### config.mk
export PLATFORM = sky130hd
export DESIGN_NAME = ossc_io
export DESIGN_NICKNAME = d
export VERILOG_FILES = /design/src/hdl/ossc_io_pkg.sv /design/src/hdl/ctrl_status.sv /design/src/hdl/led_status.sv /design/src/hdl/osd_overlay.sv /design/src/hdl/ossc_io.sv /design/src/hdl/source_select.sv
export VERILOG_INCLUDE_DIRS = /design/src /design/src/hdl
export SDC_FILE = /design/constraint.sdc
export NUM_CORES = 1
export LEC_CHECK = 0
export ABC_CLOCK_PERIOD_IN_PS = 2600
export BUFFER_PORTS_ARGS = -buffer_cell sky130_fd_sc_hd__clkbuf_2
export CORE_ASPECT_RATIO = 1.5
export CORE_MARGIN = 2
export CORE_UTILIZATION = 34
export CTS_CLUSTER_DIAMETER = 40
export DETAILED_ROUTE_END_ITERATION = 7
export PLACE_DENSITY = 0.59
export SLEW_MARGIN = 10
export SYNTH_ARGS = -nofsm -noshare
export SYNTH_HDL_FRONTEND = slang
export SYNTH_SLANG_ARGS = --single-unit
### constraint.sdc
create_clock -name CLK27_i -period 2.6 [get_ports CLK27_i]
set_input_delay 0.26 -clock CLK27_i [delete_from_list [all_inputs] [get_ports CLK27_i]]
set_output_delay 0.26 -clock CLK27_i [all_outputs]
set_load 0.02 [all_outputs]
### src/hdl/ossc_io_cfg.svh
// Shared widths and constants for the scan converter board glue.
// Every RTL file and the testbench include this header. The package
// builds its packed types from the widths below, so a change here
// reshapes every port that carries a pixel or a CPU word.
// OSD colours are 24-bit RGB and assume OSSC_COLOR_W is 8.

`ifndef OSSC_IO_CFG_SVH
`define OSSC_IO_CFG_SVH

// Video channel width
`define OSSC_COLOR_W 8

// Front panel and IR receiver
`define OSSC_BTN_W 6
`define OSSC_IR_CODE_W 16
`define OSSC_IR_CNT_W 8

// CPU PIO word width
`define OSSC_WORD_W 32

// Resync indicator counter, about 0.6 s at 27 MHz
`define OSSC_LED_CTR_W 24

// OSD palette, indexed by osd_t.color
`define OSSC_OSD_COLOR_0 24'h000000
`define OSSC_OSD_COLOR_1 24'h0000ff
`define OSSC_OSD_COLOR_2 24'hffff00
`define OSSC_OSD_COLOR_3 24'hffffff

// Buttons are active low, so the synchronizer idles high
`define OSSC_BTN_RESET {`OSSC_BTN_W{1'b1}}

`endif

### src/hdl/ossc_io_pkg.sv
// Packed types shared by the board glue modules and the testbench.
// Field order inside each struct fixes the bit layout seen by the CPU,
// so sys_ctrl_t must stay in step with the PIO register map.

`include "ossc_io_cfg.svh"

package ossc_io_pkg;

    // RGB plus syncs, 27 bits
    typedef struct packed {
        logic [`OSSC_COLOR_W-1:0] r;
        logic [`OSSC_COLOR_W-1:0] g;
        logic [`OSSC_COLOR_W-1:0] b;
        logic                     hsync;
        logic                     vsync;
        logic                     de;
    } pixel_t;

    // Front end output with field and frame info
    typedef struct packed {
        pixel_t pix;
        logic   fid;
        logic   interlace;
        logic   frame_change;
    } capt_pixel_t;

    // System control word from the CPU, poweron at bit 0
    typedef struct packed {
        logic hdmirx_spdif;
        logic framelock;
        logic csc;
        logic testpattern;
        logic audmux_sel;
        logic isl_vsync_type;
        logic isl_vsync_pol;
        logic isl_hsync_pol;
        logic capture_sel;
        logic mem_mpfe_reset_n;
        logic mem_powerdn_req;
        logic mem_swreset_n;
        logic mem_hwreset_n;
        logic hdmirx_reset_n;
        logic isl_reset_n;
        logic poweron;
    } sys_ctrl_t;

    typedef struct packed {
        logic bck;
        logic ws;
        logic data;
    } i2s_t;

    typedef struct packed {
        logic       enable;
        logic [1:0] color;
    } osd_t;

    // LPDDR2 controller status, init_done at bit 0
    typedef struct packed {
        logic pll_locked;
        logic powerdn_ack;
        logic cal_fail;
        logic cal_success;
        logic init_done;
    } mem_status_t;

    // Front panel LED, red at bit 0
    typedef struct packed {
        logic blue;
        logic green;
        logic red;
    } led_t;

endpackage

### src/hdl/ctrl_status.sv
// Builds the controls and status words read by the CPU and drives the
// front end reset pins from the system control word.
// Buttons are asynchronous and active low; they pass two flops before
// the word register, so controls_o sees them 3 cycles later.
// IR fields, memory status and card detect are assumed synchronous
// and reach their words after 1 cycle.

`include "ossc_io_cfg.svh"

module ctrl_status
    import ossc_io_pkg::*;
(
    input  logic                       CLK27_i,
    input  logic                       po_reset_n,
    input  sys_ctrl_t                  sys_ctrl_i,
    input  logic [`OSSC_BTN_W-1:0]     btn_i,
    input  logic [`OSSC_IR_CODE_W-1:0] ir_code_i,
    input  logic [`OSSC_IR_CNT_W-1:0]  ir_code_cnt_i,
    input  logic                       sd_detect_n_i,
    input  mem_status_t                mem_status_i,
    output logic [`OSSC_WORD_W-1:0]    controls_o,
    output logic [`OSSC_WORD_W-1:0]    status_o,
    output logic                       isl_reset_n_o,
    output logic                       hdmirx_reset_n_o,
    output logic                       audmux_o
);

    localparam int CTRL_PAD_W = `OSSC_WORD_W - `OSSC_BTN_W - `OSSC_IR_CNT_W
                                - `OSSC_IR_CODE_W;
    localparam int STAT_PAD_W = `OSSC_WORD_W - 1 - $bits(mem_status_t);

    logic [`OSSC_BTN_W-1:0]  btn_sync1;
    logic [`OSSC_BTN_W-1:0]  btn_sync2;
    logic [`OSSC_WORD_W-1:0] controls_next;
    logic [`OSSC_WORD_W-1:0] status_next;

    always_ff @(posedge CLK27_i or negedge po_reset_n) begin
        if (!po_reset_n) begin
            btn_sync1 <= `OSSC_BTN_RESET;
            btn_sync2 <= `OSSC_BTN_RESET;
        end else begin
            btn_sync1 <= btn_i;
            btn_sync2 <= btn_sync1;
        end
    end

    // Controls: pad, buttons, IR count, IR code
    assign controls_next = {{CTRL_PAD_W{1'b0}}, btn_sync2, ir_code_cnt_i, ir_code_i};

    // Status: pad, card present, memory status with init_done at bit 0
    assign status_next = {{STAT_PAD_W{1'b0}}, ~sd_detect_n_i, mem_status_i};

    always_ff @(posedge CLK27_i or negedge po_reset_n) begin
        if (!po_reset_n) begin
            controls_o <= '0;
            status_o   <= '0;
        end else begin
            controls_o <= controls_next;
            status_o   <= status_next;
        end
    end

    assign isl_reset_n_o    = sys_ctrl_i.isl_reset_n;
    assign hdmirx_reset_n_o = sys_ctrl_i.hdmirx_reset_n;

    // Audio mux select pin is inverted on the board
    assign audmux_o = ~sys_ctrl_i.audmux_sel;

endmodule

### src/hdl/led_status.sv
// Front panel LED driver with the resync indicator.
// The resync strobe may come from another clock domain and passes a
// two-flop synchronizer before edge detection. Each rising edge lights
// red for 2^LED_CTR_W-1 cycles while powered on. In standby the same
// counter runs free as a heartbeat until the PLL locks.

`include "ossc_io_cfg.svh"

module led_status
    import ossc_io_pkg::*;
#(
    parameter int LED_CTR_W = `OSSC_LED_CTR_W
) (
    input  logic                       CLK27_i,
    input  logic                       po_reset_n,
    input  logic                       poweron_i,
    input  logic                       framelock_i,
    input  logic                       pll_locked_i,
    input  logic [`OSSC_IR_CODE_W-1:0] ir_code_i,
    input  logic                       resync_strobe_i,
    output led_t                       led_o
);

    logic                 strobe_sync1;
    logic                 strobe_sync2;
    logic                 strobe_prev;
    logic                 strobe_rise;
    logic [LED_CTR_W-1:0] led_ctr;

    always_ff @(posedge CLK27_i or negedge po_reset_n) begin
        if (!po_reset_n) begin
            strobe_sync1 <= 1'b0;
            strobe_sync2 <= 1'b0;
            strobe_prev  <= 1'b0;
        end else begin
            strobe_sync1 <= resync_strobe_i;
            strobe_sync2 <= strobe_sync1;
            strobe_prev  <= strobe_sync2;
        end
    end

    assign strobe_rise = strobe_sync2 & ~strobe_prev;

    always_ff @(posedge CLK27_i or negedge po_reset_n) begin
        if (!po_reset_n) begin
            led_ctr <= '0;
        end else if (poweron_i) begin
            if (strobe_rise) begin
                led_ctr <= '1;
            end else if (led_ctr != '0) begin
                led_ctr <= led_ctr - 1'b1;
            end
        end else if (pll_locked_i) begin
            led_ctr <= '0;
        end else begin
            // Heartbeat while waiting for PLL lock
            led_ctr <= led_ctr - 1'b1;
        end
    end

    always_comb begin
        if (poweron_i) begin
            led_o.blue  = framelock_i;
            led_o.green = (ir_code_i == '0);
            led_o.red   = (led_ctr != '0);
        end else begin
            led_o.blue  = 1'b0;
            led_o.green = 1'b0;
            led_o.red   = ~led_ctr[LED_CTR_W-1];
        end
    end

endmodule

### src/hdl/osd_overlay.sv
// Mixes the OSD over the scaler output and registers the result to the
// HDMI transmitter pins. Two register stages, so 2 cycles latency.
// The OSD replaces the pixel colour outright; there is no blending.
// Syncs and DE pass through untouched to keep the timing intact.

`include "ossc_io_cfg.svh"

module osd_overlay
    import ossc_io_pkg::*;
(
    input  logic   CLK27_i,
    input  logic   po_reset_n,
    input  pixel_t sc_pixel_i,
    input  osd_t   osd_i,
    output pixel_t tx_pixel_o
);

    logic [3*`OSSC_COLOR_W-1:0] osd_rgb;
    pixel_t                     mix_pixel;
    pixel_t                     mix_q;

    always_comb begin
        case (osd_i.color)
            2'd0:    osd_rgb = `OSSC_OSD_COLOR_0;
            2'd1:    osd_rgb = `OSSC_OSD_COLOR_1;
            2'd2:    osd_rgb = `OSSC_OSD_COLOR_2;
            default: osd_rgb = `OSSC_OSD_COLOR_3;
        endcase
    end

    always_comb begin
        mix_pixel = sc_pixel_i;
        if (osd_i.enable) begin
            {mix_pixel.r, mix_pixel.g, mix_pixel.b} = osd_rgb;
        end
    end

    // Stage one holds the mixed pixel
    always_ff @(posedge CLK27_i or negedge po_reset_n) begin
        if (!po_reset_n) begin
            mix_q <= '0;
        end else begin
            mix_q <= mix_pixel;
        end
    end

    // Stage two sits next to the transmitter pins
    always_ff @(posedge CLK27_i or negedge po_reset_n) begin
        if (!po_reset_n) begin
            tx_pixel_o <= '0;
        end else begin
            tx_pixel_o <= mix_q;
        end
    end

endmodule

### src/hdl/ossc_io.sv
// Board glue top level for the scan converter, single clock CLK27_i.
// The CPU, memory, front ends and scaler core live outside; their
// signals arrive here as plain inputs and leave as plain outputs.
// po_reset_n is an external asynchronous active low reset.
// All inputs are levels or strobes sampled each cycle, no handshakes.

`include "ossc_io_cfg.svh"

module ossc_io
    import ossc_io_pkg::*;
#(
    parameter int LED_CTR_W = `OSSC_LED_CTR_W
) (
    input  logic                       CLK27_i,
    input  logic                       po_reset_n,

    input  sys_ctrl_t                  sys_ctrl_i,

    input  capt_pixel_t                isl_pixel_i,
    input  capt_pixel_t                hdmirx_pixel_i,
    input  i2s_t                       hdmirx_i2s_i,
    input  i2s_t                       pcm_i2s_i,
    input  logic                       hdmirx_ap_i,
    input  logic                       spdif_ext_i,

    input  logic [`OSSC_BTN_W-1:0]     btn_i,
    input  logic [`OSSC_IR_CODE_W-1:0] ir_code_i,
    input  logic [`OSSC_IR_CNT_W-1:0]  ir_code_cnt_i,
    input  logic                       sd_detect_n_i,
    input  mem_status_t                mem_status_i,

    input  logic                       pll_locked_i,
    input  logic                       resync_strobe_i,

    input  pixel_t                     sc_pixel_i,
    input  osd_t                       osd_i,

    output capt_pixel_t                capt_pixel_o,
    output logic [`OSSC_WORD_W-1:0]    controls_o,
    output logic [`OSSC_WORD_W-1:0]    status_o,
    output led_t                       led_o,
    output logic                       ISL_RESET_N_o,
    output logic                       HDMIRX_RESET_N_o,
    output logic                       AUDMUX_o,
    output i2s_t                       HDMITX_I2S_o,
    output logic                       HDMITX_SPDIF_o,
    output pixel_t                     HDMITX_PIXEL_o
);

    source_select u_source_select (
        .CLK27_i        (CLK27_i),
        .po_reset_n     (po_reset_n),
        .capture_sel_i  (sys_ctrl_i.capture_sel),
        .hdmirx_spdif_i (sys_ctrl_i.hdmirx_spdif),
        .isl_pixel_i    (isl_pixel_i),
        .hdmirx_pixel_i (hdmirx_pixel_i),
        .hdmirx_i2s_i   (hdmirx_i2s_i),
        .pcm_i2s_i      (pcm_i2s_i),
        .hdmirx_ap_i    (hdmirx_ap_i),
        .spdif_ext_i    (spdif_ext_i),
        .capt_pixel_o   (capt_pixel_o),
        .tx_i2s_o       (HDMITX_I2S_o),
        .tx_spdif_o     (HDMITX_SPDIF_o)
    );

    ctrl_status u_ctrl_status (
        .CLK27_i          (CLK27_i),
        .po_reset_n       (po_reset_n),
        .sys_ctrl_i       (sys_ctrl_i),
        .btn_i            (btn_i),
        .ir_code_i        (ir_code_i),
        .ir_code_cnt_i    (ir_code_cnt_i),
        .sd_detect_n_i    (sd_detect_n_i),
        .mem_status_i     (mem_status_i),
        .controls_o       (controls_o),
        .status_o         (status_o),
        .isl_reset_n_o    (ISL_RESET_N_o),
        .hdmirx_reset_n_o (HDMIRX_RESET_N_o),
        .audmux_o         (AUDMUX_o)
    );

    led_status #(
        .LED_CTR_W (LED_CTR_W)
    ) u_led_status (
        .CLK27_i         (CLK27_i),
        .po_reset_n      (po_reset_n),
        .poweron_i       (sys_ctrl_i.poweron),
        .framelock_i     (sys_ctrl_i.framelock),
        .pll_locked_i    (pll_locked_i),
        .ir_code_i       (ir_code_i),
        .resync_strobe_i (resync_strobe_i),
        .led_o           (led_o)
    );

    osd_overlay u_osd_overlay (
        .CLK27_i    (CLK27_i),
        .po_reset_n (po_reset_n),
        .sc_pixel_i (sc_pixel_i),
        .osd_i      (osd_i),
        .tx_pixel_o (HDMITX_PIXEL_o)
    );

endmodule

### src/hdl/source_select.sv
// Selects the capture source between the analog digitizer and the HDMI
// receiver, and routes audio to the HDMI transmitter.
// Both video sources are assumed to be already in the CLK27_i domain.
// Latency: analog 2 cycles, HDMI 3 cycles, capture_sel_i 1 cycle.
// Audio routing is purely combinational; no clock recovery is done.

`include "ossc_io_cfg.svh"

module source_select
    import ossc_io_pkg::*;
(
    input  logic        CLK27_i,
    input  logic        po_reset_n,
    input  logic        capture_sel_i,
    input  logic        hdmirx_spdif_i,
    input  capt_pixel_t isl_pixel_i,
    input  capt_pixel_t hdmirx_pixel_i,
    input  i2s_t        hdmirx_i2s_i,
    input  i2s_t        pcm_i2s_i,
    input  logic        hdmirx_ap_i,
    input  logic        spdif_ext_i,
    output capt_pixel_t capt_pixel_o,
    output i2s_t        tx_i2s_o,
    output logic        tx_spdif_o
);

    capt_pixel_t isl_q;
    capt_pixel_t hdmirx_q1;
    capt_pixel_t hdmirx_q2;
    i2s_t        hdmirx_i2s_ap;

    // Analog port gets one input stage
    always_ff @(posedge CLK27_i or negedge po_reset_n) begin
        if (!po_reset_n) begin
            isl_q <= '0;
        end else begin
            isl_q <= isl_pixel_i;
        end
    end

    // HDMI receiver port gets two, as on the board
    always_ff @(posedge CLK27_i or negedge po_reset_n) begin
        if (!po_reset_n) begin
            hdmirx_q1 <= '0;
            hdmirx_q2 <= '0;
        end else begin
            hdmirx_q1 <= hdmirx_pixel_i;
            hdmirx_q2 <= hdmirx_q1;
        end
    end

    // Capture mux register
    always_ff @(posedge CLK27_i or negedge po_reset_n) begin
        if (!po_reset_n) begin
            capt_pixel_o <= '0;
        end else if (capture_sel_i) begin
            capt_pixel_o <= hdmirx_q2;
        end else begin
            capt_pixel_o <= isl_q;
        end
    end

    // Receiver I2S carries its data on the shared audio pin
    always_comb begin
        hdmirx_i2s_ap      = hdmirx_i2s_i;
        hdmirx_i2s_ap.data = hdmirx_ap_i;
    end

    assign tx_i2s_o   = capture_sel_i ? hdmirx_i2s_ap : pcm_i2s_i;
    assign tx_spdif_o = hdmirx_spdif_i ? hdmirx_ap_i : spdif_ext_i;

endmodule

# Yosys cells after proc, flatten, opt, wreduce, memory -nomap -nowiden
# Cells that the tools add are included.
# word_totals
latch_bits	0
romBits	0
elab_cells	78
in_bits	154
memories	0
regBits	249
output_inout_bits	131
ram_bits	0
# op_classes
n_shift	0
bitwise_logic	5
mux	10
magnitude_cmp	0
mul	0
n_reduce_logical	3
div_mod_pow	0
add_sub_neg	1
eq_ne	3
# op_table
op	count
24-bit 2-to-1 mux	5
24-bit one-hot mux with 3 select lines	1
30-bit 2-to-1 mux	1
24-bit nonzero test	1
24-bit by 1-bit subtractor with 24-bit output, second input constant	1
16-bit logical NOT	1
3-bit 2-to-1 mux	2
1-bit inverter	4
3-bit by 1-bit != test with 1-bit output, second input constant	1
2-bit by 1-bit equality test with 1-bit output, second input constant	1
2-bit equality test, second input constant	1
2-bit logical NOT	1
1-bit AND	1
1-bit 2-to-1 mux	1

# Depth between registers and ports, before layout
# depth
word_depth	4
depth_mapped	7
ltp_nobuf	6

# Modules after synthesis
# From an unflattened synthesis, not the netlist that was laid out.
# unflattened
hier_cells	479
hier_area_um2	8301.7
# by_module_without_submodules
mod	n_inst	area_each_um2	cells_per_inst
source_select	1	3569.7	158
osd_overlay	1	1752.9	82
led_status	1	1526.5	158
ctrl_status	1	1452.6	81

# Worst setup path after synthesis
# Ideal clock, no wire load.
# synth_timing
kind	reg-to-output
startpoint	register u_led_status.led_ctr[14]
endpoint	output led_o[0] in the netlist's numbering
required_time_ps	2340
arrival_time_ps	1896
path_slack_ps	444
stages_incl_launch_ff	7
path_cell_list	dfrtp_1 -> or4_1 -> or2_1 -> buf_6 -> nor4_4 -> buf_6 -> a21oi_1
# synth_lines
element	line_no	rtl
from (decl)	led_status.sv:28	logic [LED_CTR_W-1:0] led_ctr;
from (signal assigned)	led_status.sv:51	led_ctr <= led_ctr - 1'b1;
from (signal assigned)	led_status.sv:57	led_ctr <= led_ctr - 1'b1;
to (decl)	ossc_io.sv:41	output led_t led_o,

==> metrics <==
status=complete, no violations; Setup crit end kind=output port; Worst Max-Slew Pin Slew=821 ps; Max Fclk=396 MHz; FF+latch count, synth=249; Detailed Place HPWL=11700 um; Clock Pin Slew Worst Setup and Hold Paths=60 ps; Post-Synth XOR/XNOR Area=1.40%; Post-Syn Instances=535; WHS=39.8 ps; global-route wire length before repair=30100 um; worst hold-check path type=in -> reg; power share of the clock group=41.2%; Site Rows=69; setup TNS after final layout=0 ps; switch share=25.6%; maximum VDD drop=0.569 mV; reg2reg setup slack=310 ps; vias in the first global route=5977; Initial Utilization=34.5%; Clock Tree Root=clkbuf_16; Reg power frac=45.6%; Post-route DRC=0; Hold Fails Final Rpt=0; first drt pass iteration count=5; Worst setup SP type=flop; commonest cells in the netlist=dfrtp_1, o21ai_0, mux2_2; Num Clock Sinks=249; HP Start=sc_pixel_i[8]; CTS max path bufs=3; Final period util=97.1%; Pleak=5.80 nW; total power=9.55 mW; CTS Buf Count=29; Die Height=193 um; initial DRC count=190; combinational share of power=13.2%; max_cap viols=0; H-tree depth=1; CTS tree=yes; hold endpoint=u_osd_overlay.mix_q[8]; largest family of logic cells by synthesized area=compound AO/OA/AOI/OAI gates; Pwr Density=797 nW/um2; gp weighted congestion=0.821; IO buf count=242; Setup Viol. Count Final=0; Clock Skews=10.4 ps; initial antenna violation count=1; simple-gate share of the synthesized area=5.50%; grt ovf=0; sequential element share of the synthesized area=76.8%; Cell variety after synth=44; max-slew violations=0; Synth top area share=72.9%; Routed Antenna Nets=0; post-route non-filler standard cell count=1271; Critical Path AT=2260 ps; top cells by area, synth=dfrtp_1, mux2_2, dfstp_2; Final #Nets=1086; EDFF count, synth=0; R2R depth=7; vias per std cell=4.33; Core Region=23600 um2; RSZ-0062 raised after global routing=true; ys flop type=dfrtp_1; crit path time final=2520 ps; most common cell in the netlist=dfrtp_1; Die W=130 um; Synth Warn #=0; Total Routing Usage GR=15.2%; Crit. Startpoint=u_led_status.led_ctr[15]; Die ar.=25200 um2; Worst R2R End=u_led_status.led_ctr[1]; adder-cell area share of the yosys netlist=0.308%; reg2reg start=u_led_status.led_ctr[15]; area post-placement=9730 um2; CP Data Required Time=2340 ps; drt wl/cell=14.6 um; Ports=285; crit path kind=reg -> out; clk_lat worst skew=520 ps; routed via count=5500; final instance area=12000 um2; Max Fanout on Critical Path=5; post-synth top area cell=dfrtp_1; Max-slew headroom=45.2%; largest net degree at the start of global routing=80; Post-synth ARST share=100%; placed cells=1091; Synth Area in Compound Gates=5.93%; P&R area growth vs syn=47.2%; post-synthesis mux area share=4.83%; layout cells sized above 1=38.5%; NetSw=2.44 mW; WL final=18500 um; Cell Int Power=7.11 mW; Min-Delay Path Depth=3; Mean Syn Cell Area=15.2 um2; Synth Cell Area=8140 um2
[cells in the final DEF, fill, tap and decap left out, types with 7 or more instances in the layout]
cell type	count
a211oi_1	9
nor3_1	13
clkbuf_16	29
o21ai_0	42
dfstp_2	12
nor4_1	12
inv_1	31
buf_4	15
clkbuf_2	240
xor2_1	10
nor2_1	17
o21a_1	8
dfrtp_1	237
dlygate4sd3_1	123
conb_1	28
nand2_1	7
mux2_2	34
[critical path: stages, from the launching register on]
cell and delay (ps):
dfrtp_1 410, or4_4 530, or2_4 280, nor4_4 190, buf_12 150, a21oi_1 30
buf_2 160
[state kept, by name, indices dropped and copies added, names as in the netlist, 24 cells and up]
register                      flops
u_osd_overlay.mix_q              27
u_source_select.isl_q            30
u_ctrl_status.controls_o         30
u_source_select.hdmirx_q2        30
u_source_select.capt_pixel_o     30
u_source_select.hdmirx_q1        30
u_led_status.led_ctr             24
u_osd_overlay.tx_pixel_o         27
[routing by layer]
layer / GRT usage, % / wire, um
met5: 0 / 0
met4: 6.01 / 602
met3: 3.40 / 1370
met2: 27.3 / 9790
met1: 17.1 / 6760
[what timing repair did]
action / CTS / global route
hold endpoints to repair: 195 / 0
gates resized for setup: 1 / 4
endpoints found under the setup margin: 1 / 1
hold buffers: 123 / 0
buffers inserted: 3 / 1
pin swaps: 2 / 1
[power groups by stage]
| stage | clock network [mW] | logic (mW) | registers, mW |
|---|---|---|---|
| 4_1_cts | 4.06 | 1.26 | 4.34 |
| 3_3_place_gp | 0 | 1.08 | 4.40 |
| 5_1_grt | 4.23 | 1.41 | 4.39 |
| 6_report | 3.93 | 1.26 | 4.36 |
| 3_5_place_dp | 0 | 1.09 | 4.41 |
| 2_1_floorplan | 0 | 0.558 | 4.50 |
[area by class of cell]
cell class / instances / area, um2
fill: 1977 / 11600
clock buffer: 38 / 820
clock inverter: 14 / 139
sequential: 249 / 6250
timing repair buffer: 385 / 2670
antenna: 1 / 2.50
inverter: 31 / 116
tap: 319 / 399
multi-input combinational: 234 / 1590
[how the worst max path moves through the flow]
stage                                    to  depth (start not counted)
finish                             led_o[0]                          6
detailed placement  u_led_status.led_ctr[1]                          6
floorplan                          led_o[0]                          6
global placement    u_led_status.led_ctr[1]                          6
CTS                                led_o[0]                          6
global route                       led_o[0]                          6
[metrics by stage]
step / worst slack [ps] / utilization [%]
3_5_place_dp: 248 / 41.3
3_3_place_gp: 268 / 41.3
4_1_cts: 9.27 / 50.7
5_1_grt: -23.5 / 50.8
6_report: 75.7 / 50.8
2_1_floorplan: 444 / -
[logic make-up (layout without fill, tap and decap cells)]
kind of cell | Yosys count | in the layout
buffers and inverters | 79 | 468
and+or+nand+nor | 80 | 80
muxes | 35 | 35
other | 1 | 29
xor gates and xnor gates | 13 | 13
adders and majority gates | 2 | 2
DFF | 249 | 249
AOI/OAI and AO/OA | 76 | 76
Note: power is estimated with default switching activity, not from simulation.
